### config.mk
export PLATFORM = sky130hd
export DESIGN_NAME = conv5x5_top
export DESIGN_NICKNAME = d
export VERILOG_FILES = /design/src/hw/conv_pkg.sv /design/src/hw/flag_counter.sv /design/src/hw/window_buffer.sv /design/src/hw/kernel_regs.sv /design/src/hw/mac_tree.sv /design/src/hw/map_sequencer.sv /design/src/hw/conv5x5_top.sv
export VERILOG_INCLUDE_DIRS = /design/src /design/src/hw
export SDC_FILE = /design/constraint.sdc
export NUM_CORES = 2
export LEC_CHECK = 0
export BUFFER_PORTS_ARGS = -buffer_cell sky130_fd_sc_hd__buf_4
export CELL_PAD_IN_SITES_DETAIL_PLACEMENT = 0
export CELL_PAD_IN_SITES_GLOBAL_PLACEMENT = 2
export CORE_MARGIN = 2
export CORE_UTILIZATION = 41
export CTS_BUF_LIST = sky130_fd_sc_hd__clkbuf_8
export CTS_CLUSTER_DIAMETER = 80
export DETAILED_ROUTE_END_ITERATION = 10
export PLACE_DENSITY = 0.81
export SYNTH_ARGS = -nofsm -noshare
export SYNTH_HDL_FRONTEND = slang
export SYNTH_SLANG_ARGS = --single-unit
### constraint.sdc
create_clock -name clk -period 6.8 [get_ports clk]
set_input_delay 1.7 -clock clk [delete_from_list [all_inputs] [get_ports clk]]
set_output_delay 1.7 -clock clk [all_outputs]
set_load 0.01 [all_outputs]
### src/hw/conv_defines.svh
`ifndef CONV_DEFINES_SVH
`define CONV_DEFINES_SVH

// **************************************************************************
// Map and kernel geometry.
// **************************************************************************
`define CONV_MAP_WIDTH  32
`define CONV_KERNEL     5
`define CONV_OUT_WIDTH  (`CONV_MAP_WIDTH - `CONV_KERNEL + 1)

// **************************************************************************
// Data widths.
// **************************************************************************
`define CONV_PIX_BITS   8       // Unsigned pixels.
`define CONV_W_BITS     8       // Signed weights.
`define CONV_ACC_BITS   21      // 25 products of 255 x -128 still fit.
`define CONV_COUNT_BITS 9       // Fill count reaches 132.

`endif

### src/hw/conv_pkg.sv
`default_nettype none

`include "conv_defines.svh"

package conv_pkg;

    // Phases of the window timing. The fill covers the first four rows plus
    // four pixels, after that valid runs and gaps alternate once per map row.
    typedef enum logic [1:0] {
        idle      = 2'b00,
        fill      = 2'b01,
        valid_run = 2'b10,
        gap       = 2'b11
    } win_state_t;

    typedef logic        [`CONV_PIX_BITS-1:0]   pixel_t;
    typedef logic signed [`CONV_W_BITS-1:0]     weight_t;
    typedef logic signed [`CONV_ACC_BITS-1:0]   acc_t;
    typedef logic        [`CONV_COUNT_BITS-1:0] count_t;

endpackage

`default_nettype wire

### src/hw/flag_counter.sv
`timescale 1ns/1ns
`default_nettype none

`include "conv_defines.svh"

module flag_counter import conv_pkg::*; (
    input  logic clk,
    input  logic nrst,
    input  logic start,
    input  logic map_finish,
    output logic win_valid,
    output logic row_flag
);

    // Last count value of each phase.
    localparam count_t fill_last =
        count_t'((`CONV_KERNEL - 1) * `CONV_MAP_WIDTH + `CONV_KERNEL - 1);
    localparam count_t run_last  = count_t'(`CONV_OUT_WIDTH - 1);
    localparam count_t gap_last  = count_t'(`CONV_KERNEL - 2);

    win_state_t state;
    win_state_t next_state;
    count_t     count;
    count_t     next_count;

    always_ff @(posedge clk or negedge nrst) begin
        if (!nrst) begin
            state     <= idle;
            count     <= '0;
            win_valid <= 1'b0;
            row_flag  <= 1'b0;
        end else if (map_finish) begin  // End of map, back to idle.
            state     <= idle;
            count     <= '0;
            win_valid <= 1'b0;
            row_flag  <= 1'b0;
        end else begin
            state     <= next_state;
            count     <= next_count;
            win_valid <= (next_state == valid_run);
            row_flag  <= (next_state == valid_run) && (state != valid_run);
        end
    end

    always_comb begin
        next_state = state;
        next_count = count + 1'b1;
        case (state)
            idle: begin
                next_count = '0;
                if (start) next_state = fill;
            end
            fill: begin
                if (count == fill_last) begin
                    next_state = valid_run;
                    next_count = '0;
                end
            end
            valid_run: begin
                if (count == run_last) begin
                    next_state = gap;
                    next_count = '0;
                end
            end
            gap: begin
                // The window slides across the row wrap here.
                if (count == gap_last) begin
                    next_state = valid_run;
                    next_count = '0;
                end
            end
        endcase
    end

endmodule

`default_nettype wire

### src/hw/window_buffer.sv
`timescale 1ns/1ns
`default_nettype none

`include "conv_defines.svh"

module window_buffer import conv_pkg::*; (
    input  logic   clk,
    input  logic   nrst,
    input  pixel_t pix_data,
    output pixel_t window [`CONV_KERNEL*`CONV_KERNEL]
);

    pixel_t line_buf [`CONV_KERNEL-1][`CONV_MAP_WIDTH];
    pixel_t row_tap  [`CONV_KERNEL];

    // The bottom window row is the live stream. Each line buffer holds one
    // full map row, so its output is the same column one row higher up.
    assign row_tap[`CONV_KERNEL-1] = pix_data;

    for (genvar i = 0; i < `CONV_KERNEL - 1; i++) begin : g_tap
        assign row_tap[`CONV_KERNEL-2-i] = line_buf[i][`CONV_MAP_WIDTH-1];
    end

    // **************************************************************************
    // Line buffers, one shift per pixel.
    // **************************************************************************
    always_ff @(posedge clk) begin
        for (int i = 0; i < `CONV_KERNEL - 1; i++) begin
            line_buf[i][0] <= row_tap[`CONV_KERNEL-1-i];
            for (int j = 1; j < `CONV_MAP_WIDTH; j++) begin
                line_buf[i][j] <= line_buf[i][j-1];
            end
        end
    end

    // **************************************************************************
    // 5x5 window, newest pixel enters at the right of each row.
    // **************************************************************************
    always_ff @(posedge clk or negedge nrst) begin
        if (!nrst) begin
            for (int k = 0; k < `CONV_KERNEL * `CONV_KERNEL; k++) begin
                window[k] <= '0;
            end
        end else begin
            for (int r = 0; r < `CONV_KERNEL; r++) begin
                for (int c = 0; c < `CONV_KERNEL - 1; c++) begin
                    window[r*`CONV_KERNEL+c] <= window[r*`CONV_KERNEL+c+1];
                end
                window[r*`CONV_KERNEL+`CONV_KERNEL-1] <= row_tap[r];
            end
        end
    end

endmodule

`default_nettype wire

### src/hw/kernel_regs.sv
`timescale 1ns/1ns
`default_nettype none

`include "conv_defines.svh"

module kernel_regs import conv_pkg::*; (
    input  logic       clk,
    input  logic       nrst,
    input  logic       w_we,
    input  logic [4:0] w_addr,
    input  weight_t    w_data,
    output weight_t    weights [`CONV_KERNEL*`CONV_KERNEL]
);

    // One write port, all weights read in parallel. Addresses 25 to 31 match
    // no register and are dropped.
    always_ff @(posedge clk or negedge nrst) begin
        if (!nrst) begin
            for (int i = 0; i < `CONV_KERNEL * `CONV_KERNEL; i++) begin
                weights[i] <= '0;
            end
        end else if (w_we) begin
            for (int i = 0; i < `CONV_KERNEL * `CONV_KERNEL; i++) begin
                if (w_addr == 5'(i)) weights[i] <= w_data;
            end
        end
    end

endmodule

`default_nettype wire

### src/hw/mac_tree.sv
`timescale 1ns/1ns
`default_nettype none

`include "conv_defines.svh"

module mac_tree import conv_pkg::*; (
    input  logic    clk,
    input  logic    nrst,
    input  logic    win_valid,
    input  logic    row_flag,
    input  pixel_t  window  [`CONV_KERNEL*`CONV_KERNEL],
    input  weight_t weights [`CONV_KERNEL*`CONV_KERNEL],
    output acc_t    out_data,
    output logic    out_valid,
    output logic    out_row_start
);

    acc_t       row_sum   [`CONV_KERNEL];
    acc_t       row_sum_q [`CONV_KERNEL];
    acc_t       total;
    logic [1:0] valid_sr;
    logic [1:0] row_sr;

    // Pixel is unsigned, so it is widened with zeros before the signed multiply.
    function automatic acc_t pix_mul(input pixel_t p, input weight_t w);
        return acc_t'(p) * acc_t'(w);
    endfunction

    always_comb begin
        for (int r = 0; r < `CONV_KERNEL; r++) begin
            row_sum[r] = '0;
            for (int c = 0; c < `CONV_KERNEL; c++) begin
                row_sum[r] = row_sum[r] + pix_mul(window[r*`CONV_KERNEL+c],
                                                  weights[r*`CONV_KERNEL+c]);
            end
        end
    end

    always_comb begin
        total = '0;
        for (int r = 0; r < `CONV_KERNEL; r++) total = total + row_sum_q[r];
    end

    // **************************************************************************
    // Two register stages, row partials then total.
    // **************************************************************************
    always_ff @(posedge clk) begin
        row_sum_q <= row_sum;
        out_data  <= total;
    end

    always_ff @(posedge clk or negedge nrst) begin
        if (!nrst) begin
            valid_sr <= '0;
            row_sr   <= '0;
        end else begin
            valid_sr <= {valid_sr[0], win_valid};
            row_sr   <= {row_sr[0], row_flag};
        end
    end

    assign out_valid     = valid_sr[1];
    assign out_row_start = row_sr[1];   // Tags column 0 of each output row.

endmodule

`default_nettype wire

### src/hw/map_sequencer.sv
`timescale 1ns/1ns
`default_nettype none

`include "conv_defines.svh"

module map_sequencer import conv_pkg::*; (
    input  logic clk,
    input  logic nrst,
    input  logic row_flag,
    input  logic win_valid,
    output logic map_finish,
    output logic done
);

    localparam logic [4:0] rows_per_map = 5'(`CONV_OUT_WIDTH);

    logic [4:0] row_count;
    logic       win_valid_d;
    logic [1:0] finish_sr;

    always_ff @(posedge clk or negedge nrst) begin
        if (!nrst) begin
            row_count   <= '0;
            win_valid_d <= 1'b0;
            finish_sr   <= '0;
        end else begin
            win_valid_d <= win_valid;
            finish_sr   <= {finish_sr[0], map_finish};
            if (map_finish) begin
                row_count <= '0;                // Ready for the next map.
            end else if (row_flag) begin
                row_count <= row_count + 1'b1;
            end
        end
    end

    // First gap cycle after the last valid run of the map.
    assign map_finish = win_valid_d && !win_valid && (row_count == rows_per_map);

    // Two stages so done lands one cycle after the last result leaves mac_tree.
    assign done = finish_sr[1];

endmodule

`default_nettype wire

### src/hw/conv5x5_top.sv
`timescale 1ns/1ns
`default_nettype none

`include "conv_defines.svh"

module conv5x5_top import conv_pkg::*; (
    input  logic       clk,
    input  logic       nrst,
    input  logic       start,
    input  pixel_t     pix_data,
    input  logic       w_we,
    input  logic [4:0] w_addr,
    input  weight_t    w_data,
    output acc_t       out_data,
    output logic       out_valid,
    output logic       out_row_start,
    output logic       done
);

    logic    win_valid;
    logic    row_flag;
    logic    map_finish;
    pixel_t  window  [`CONV_KERNEL*`CONV_KERNEL];
    weight_t weights [`CONV_KERNEL*`CONV_KERNEL];

    // **************************************************************************
    // Window timing and map control.
    // **************************************************************************
    flag_counter i_flag_counter (
        .clk        (clk),
        .nrst       (nrst),
        .start      (start),
        .map_finish (map_finish),
        .win_valid  (win_valid),
        .row_flag   (row_flag)
    );

    map_sequencer i_map_sequencer (
        .clk        (clk),
        .nrst       (nrst),
        .row_flag   (row_flag),
        .win_valid  (win_valid),
        .map_finish (map_finish),
        .done       (done)
    );

    // **************************************************************************
    // Data path.
    // **************************************************************************
    window_buffer i_window_buffer (
        .clk      (clk),
        .nrst     (nrst),
        .pix_data (pix_data),
        .window   (window)
    );

    kernel_regs i_kernel_regs (
        .clk     (clk),
        .nrst    (nrst),
        .w_we    (w_we),
        .w_addr  (w_addr),
        .w_data  (w_data),
        .weights (weights)
    );

    mac_tree i_mac_tree (
        .clk           (clk),
        .nrst          (nrst),
        .win_valid     (win_valid),
        .row_flag      (row_flag),
        .window        (window),
        .weights       (weights),
        .out_data      (out_data),
        .out_valid     (out_valid),
        .out_row_start (out_row_start)
    );

endmodule

`default_nettype wire

==> impl_metrics.toml <==
[outcome]
outcome = "complete, but fails checks"
violations = "setup timing"

[placement]
dpl_cell_area_um2 = 115000
gp_congestion = 0.885
portBuffers = 48
placedCellCount = 13900
dp_hpwl_mm = 197

[detailed_routing]
drtIter0Drc = 3064
vias = 67900
wl_per_cell_um = 17.4
antenna_left = 0
vias_per_cell = 4.68
drc = 0
first_pass_iters = 6
drt_wl_total_mm = 252

[worst_setup_path]
cpMostUsedCell = "fa_1"
crit_fanout = 8
crit_arrival_ps = 8170
startpoint_type = "flip-flop"
reg2reg_slack_ps = -560
rr_startpoint = "i_window_buffer.window[59]$_DFF_PN0_"
critical_path.max_stage_delay_ps = 550
r2r-end = "i_mac_tree.row_sum_q[39]$_DFF_P_"
crit_buf_inv = 4
slowest_stage = "fa_1"
worstPathRequired_ps = 7610
r2r_cells = 28
worstSetupPathType = "flip-flop to flip-flop"
critPathCaptureType = "flip-flop"
path_delay_family = "adder cells"

[sta]
rsz0062_at_grt = "yes"
fmax_mhz = 136
hold_viol = 0
relSlewSlack = 0.237
fin_crit_sh = 1.08
tightest_slew_ps = 1140
finalMaxSlewViolations = 0
setup_viol = 34
min_period_ps = 7360
setup_ws_ps = -557
finClkSkew_ps = 97.0

[clock_tree]
clk_latency_ps = 970
cts_max_path_buffers = 4
clk_pin_slew_ps = 60
cts_sinks = 1574
clockRootBuffer = "clkbuf_8"
cts_htree_levels = 5
cts_tree = "built"
numCtsBuffers = 275

[synthesis]
synth_flop_cell = "dfxtp_1"
netlist_area_um2 = 103000
syn_area_per_cell_um2 = 10.8
ys_warn_count = 0
netlist_instances = 9554
synth_seq_area_share = 0.326
synth_edf_count = 0
async_reset_ff_frac = 0.269
synth_top_area_share = 0.242
synth_common_cells = "inv_1, fa_1, ha_1"
synth_top_cell_by_area = "fa_1"
netlist_top_cells_area = "fa_1, dfxtp_1, ha_1, dfrtp_1, inv_1"
syn_nets = 12000
synth_most_common_cell = "inv_1"
ys_seq_elements = 1574
ys_types = 65

[global_route]
grt_pass1_wl_mm = 407
grt_overflow = 0
grt_use_total = 0.201
antenna_found_initial = 20
grt_pass1_vias = 74200
grt_max_degree = 130

[finish]
multi_input_area_um2 = 66300
stdcell_count = 14500
layout.nets = 13400
area_growth_pct = 22.0
drive_gt1_frac = 0.233
design_area_um2 = 126000
regArea_um2 = 33800
fillers = 22700

[hold_path]
hold_end = "i_window_buffer.line_buf[1][166]$_DFF_P_"
hold-path-cell-count = 0
hold_class = "flip-flop to flip-flop"
hp-start = "i_window_buffer.line_buf[1][174]$_DFF_P_"

[job]
cap_violations = 0

[die]
die_w_um = 505
dieArea_um2 = 256000
die_h_um = 505
ios = 49
rows = 184
core_um2 = 251000
initial_core_util = 0.411
-- state kept, by name, indices dropped and copies added (netlist names), 2 cells and up --
register                   count
i_flag_counter.count           9
i_flag_counter.state           2
i_kernel_regs.weights        200
i_mac_tree.out_data           21
i_mac_tree.row_sr              2
i_mac_tree.row_sum_q         105
i_mac_tree.valid_sr            2
i_map_sequencer.finish_sr      2
i_map_sequencer.row_count      5
i_window_buffer.line_buf    1024
i_window_buffer.window       200
-- cells in the final DEF, fill, tap and decap left out, drive strengths merged, types with 82 or more instances in the layout --
cell    count
a21oi     181
and2      956
buf      1152
clkbuf    326
dfrtp     424
dfxtp    1150
fa       1249
ha       1205
inv      1904
mux2      192
nand2     618
nand2b    101
nand3      82
nor2      396
nor2b      97
nor3      103
o21ai     105
xnor2     287
xor2      117
-- metal layers --
layer / global-route usage / routed length [µm] / share of wire
met1: 0.263 / 112000 / 0.44
met2: 0.344 / 123000 / 0.49
met3: 0.0247 / 8100 / 0.032
met4: 0.0695 / 8740 / 0.035
met5: 0 / 13 / 0.000052
-- cells by family (layout without fill, tap and decap cells) --
kind of cell | count (synthesis) | in the layout | share of synthesized area
adders and majority gates | 2454 | 2454 | 0.389
and+or+nand+nor | 2466 | 2466 | 0.123
other | 0 | 15 | 0
DFF | 1574 | 1574 | 0.326
muxes | 195 | 195 | 0.0213
AOI/OAI and AO/OA | 603 | 603 | 0.0387
xor gates and xnor gates | 404 | 404 | 0.0343
buffers and inverters | 1858 | 3447 | 0.0676
-- worst max path at each step --
stage          slack, ps                            startpoint  cells after the start                          endpoint
2_1_floorplan       -280  i_window_buffer.window[62]$_DFF_PN0_                     27  i_mac_tree.row_sum_q[39]$_DFF_P_
3_3_place_gp        -790  i_window_buffer.window[58]$_DFF_PN0_                     27  i_mac_tree.row_sum_q[39]$_DFF_P_
3_5_place_dp        -810  i_window_buffer.window[58]$_DFF_PN0_                     27  i_mac_tree.row_sum_q[39]$_DFF_P_
4_1_cts             -540  i_window_buffer.window[59]$_DFF_PN0_                     28  i_mac_tree.row_sum_q[39]$_DFF_P_
5_1_grt             -760  i_window_buffer.window[59]$_DFF_PN0_                     29  i_mac_tree.row_sum_q[39]$_DFF_P_
6_report            -560  i_window_buffer.window[59]$_DFF_PN0_                     28  i_mac_tree.row_sum_q[39]$_DFF_P_
-- worst register-to-register path, delay by kind of cell, from the launching register on --
kind                     cells  cell delay (ps)
adder cells (fa/ha/maj)     10             3740
AO/OA/AOI/OAI                7             1610
AND/OR/NAND/NOR              6             1140
buffers and inverters        4              180
flip-flops                   1              500
XOR/XNOR                     1               90
-- layout make-up --
cell class,instances,area share
clock inverter,155,0.00887
multi-input combinational,6122,0.527
timing repair buffer,1152,0.0721
sequential,1574,0.268
clock buffer,326,0.0357
tap,3348,0.0333
inverter,1814,0.0541
antenna,15,0.000298
-- through the flow --
stage	hold slack (ps)	setup WS (ps)	setup TNS, ps	utilization
2_1_floorplan	310	-285	-600	-
6_report	257	-557	-9470	0.502
3_3_place_gp	311	-788	-18860	0.460
3_5_place_dp	312	-806	-19580	0.460
5_1_grt	260	-760	-19040	0.502
4_1_cts	247	-538	-10490	0.494
-- timing repair --
item,CTS,global route
buffers inserted,90,55
endpoints found under the setup margin,45,55
endpoints found under the hold margin,0,0
hold buffers,0,0
pin swaps,310,269
gates resized for setup,568,409
Power is left out: the tool's default activity adds up to more than one toggle a clock period on the data nets, which glitch-free logic cannot reach.
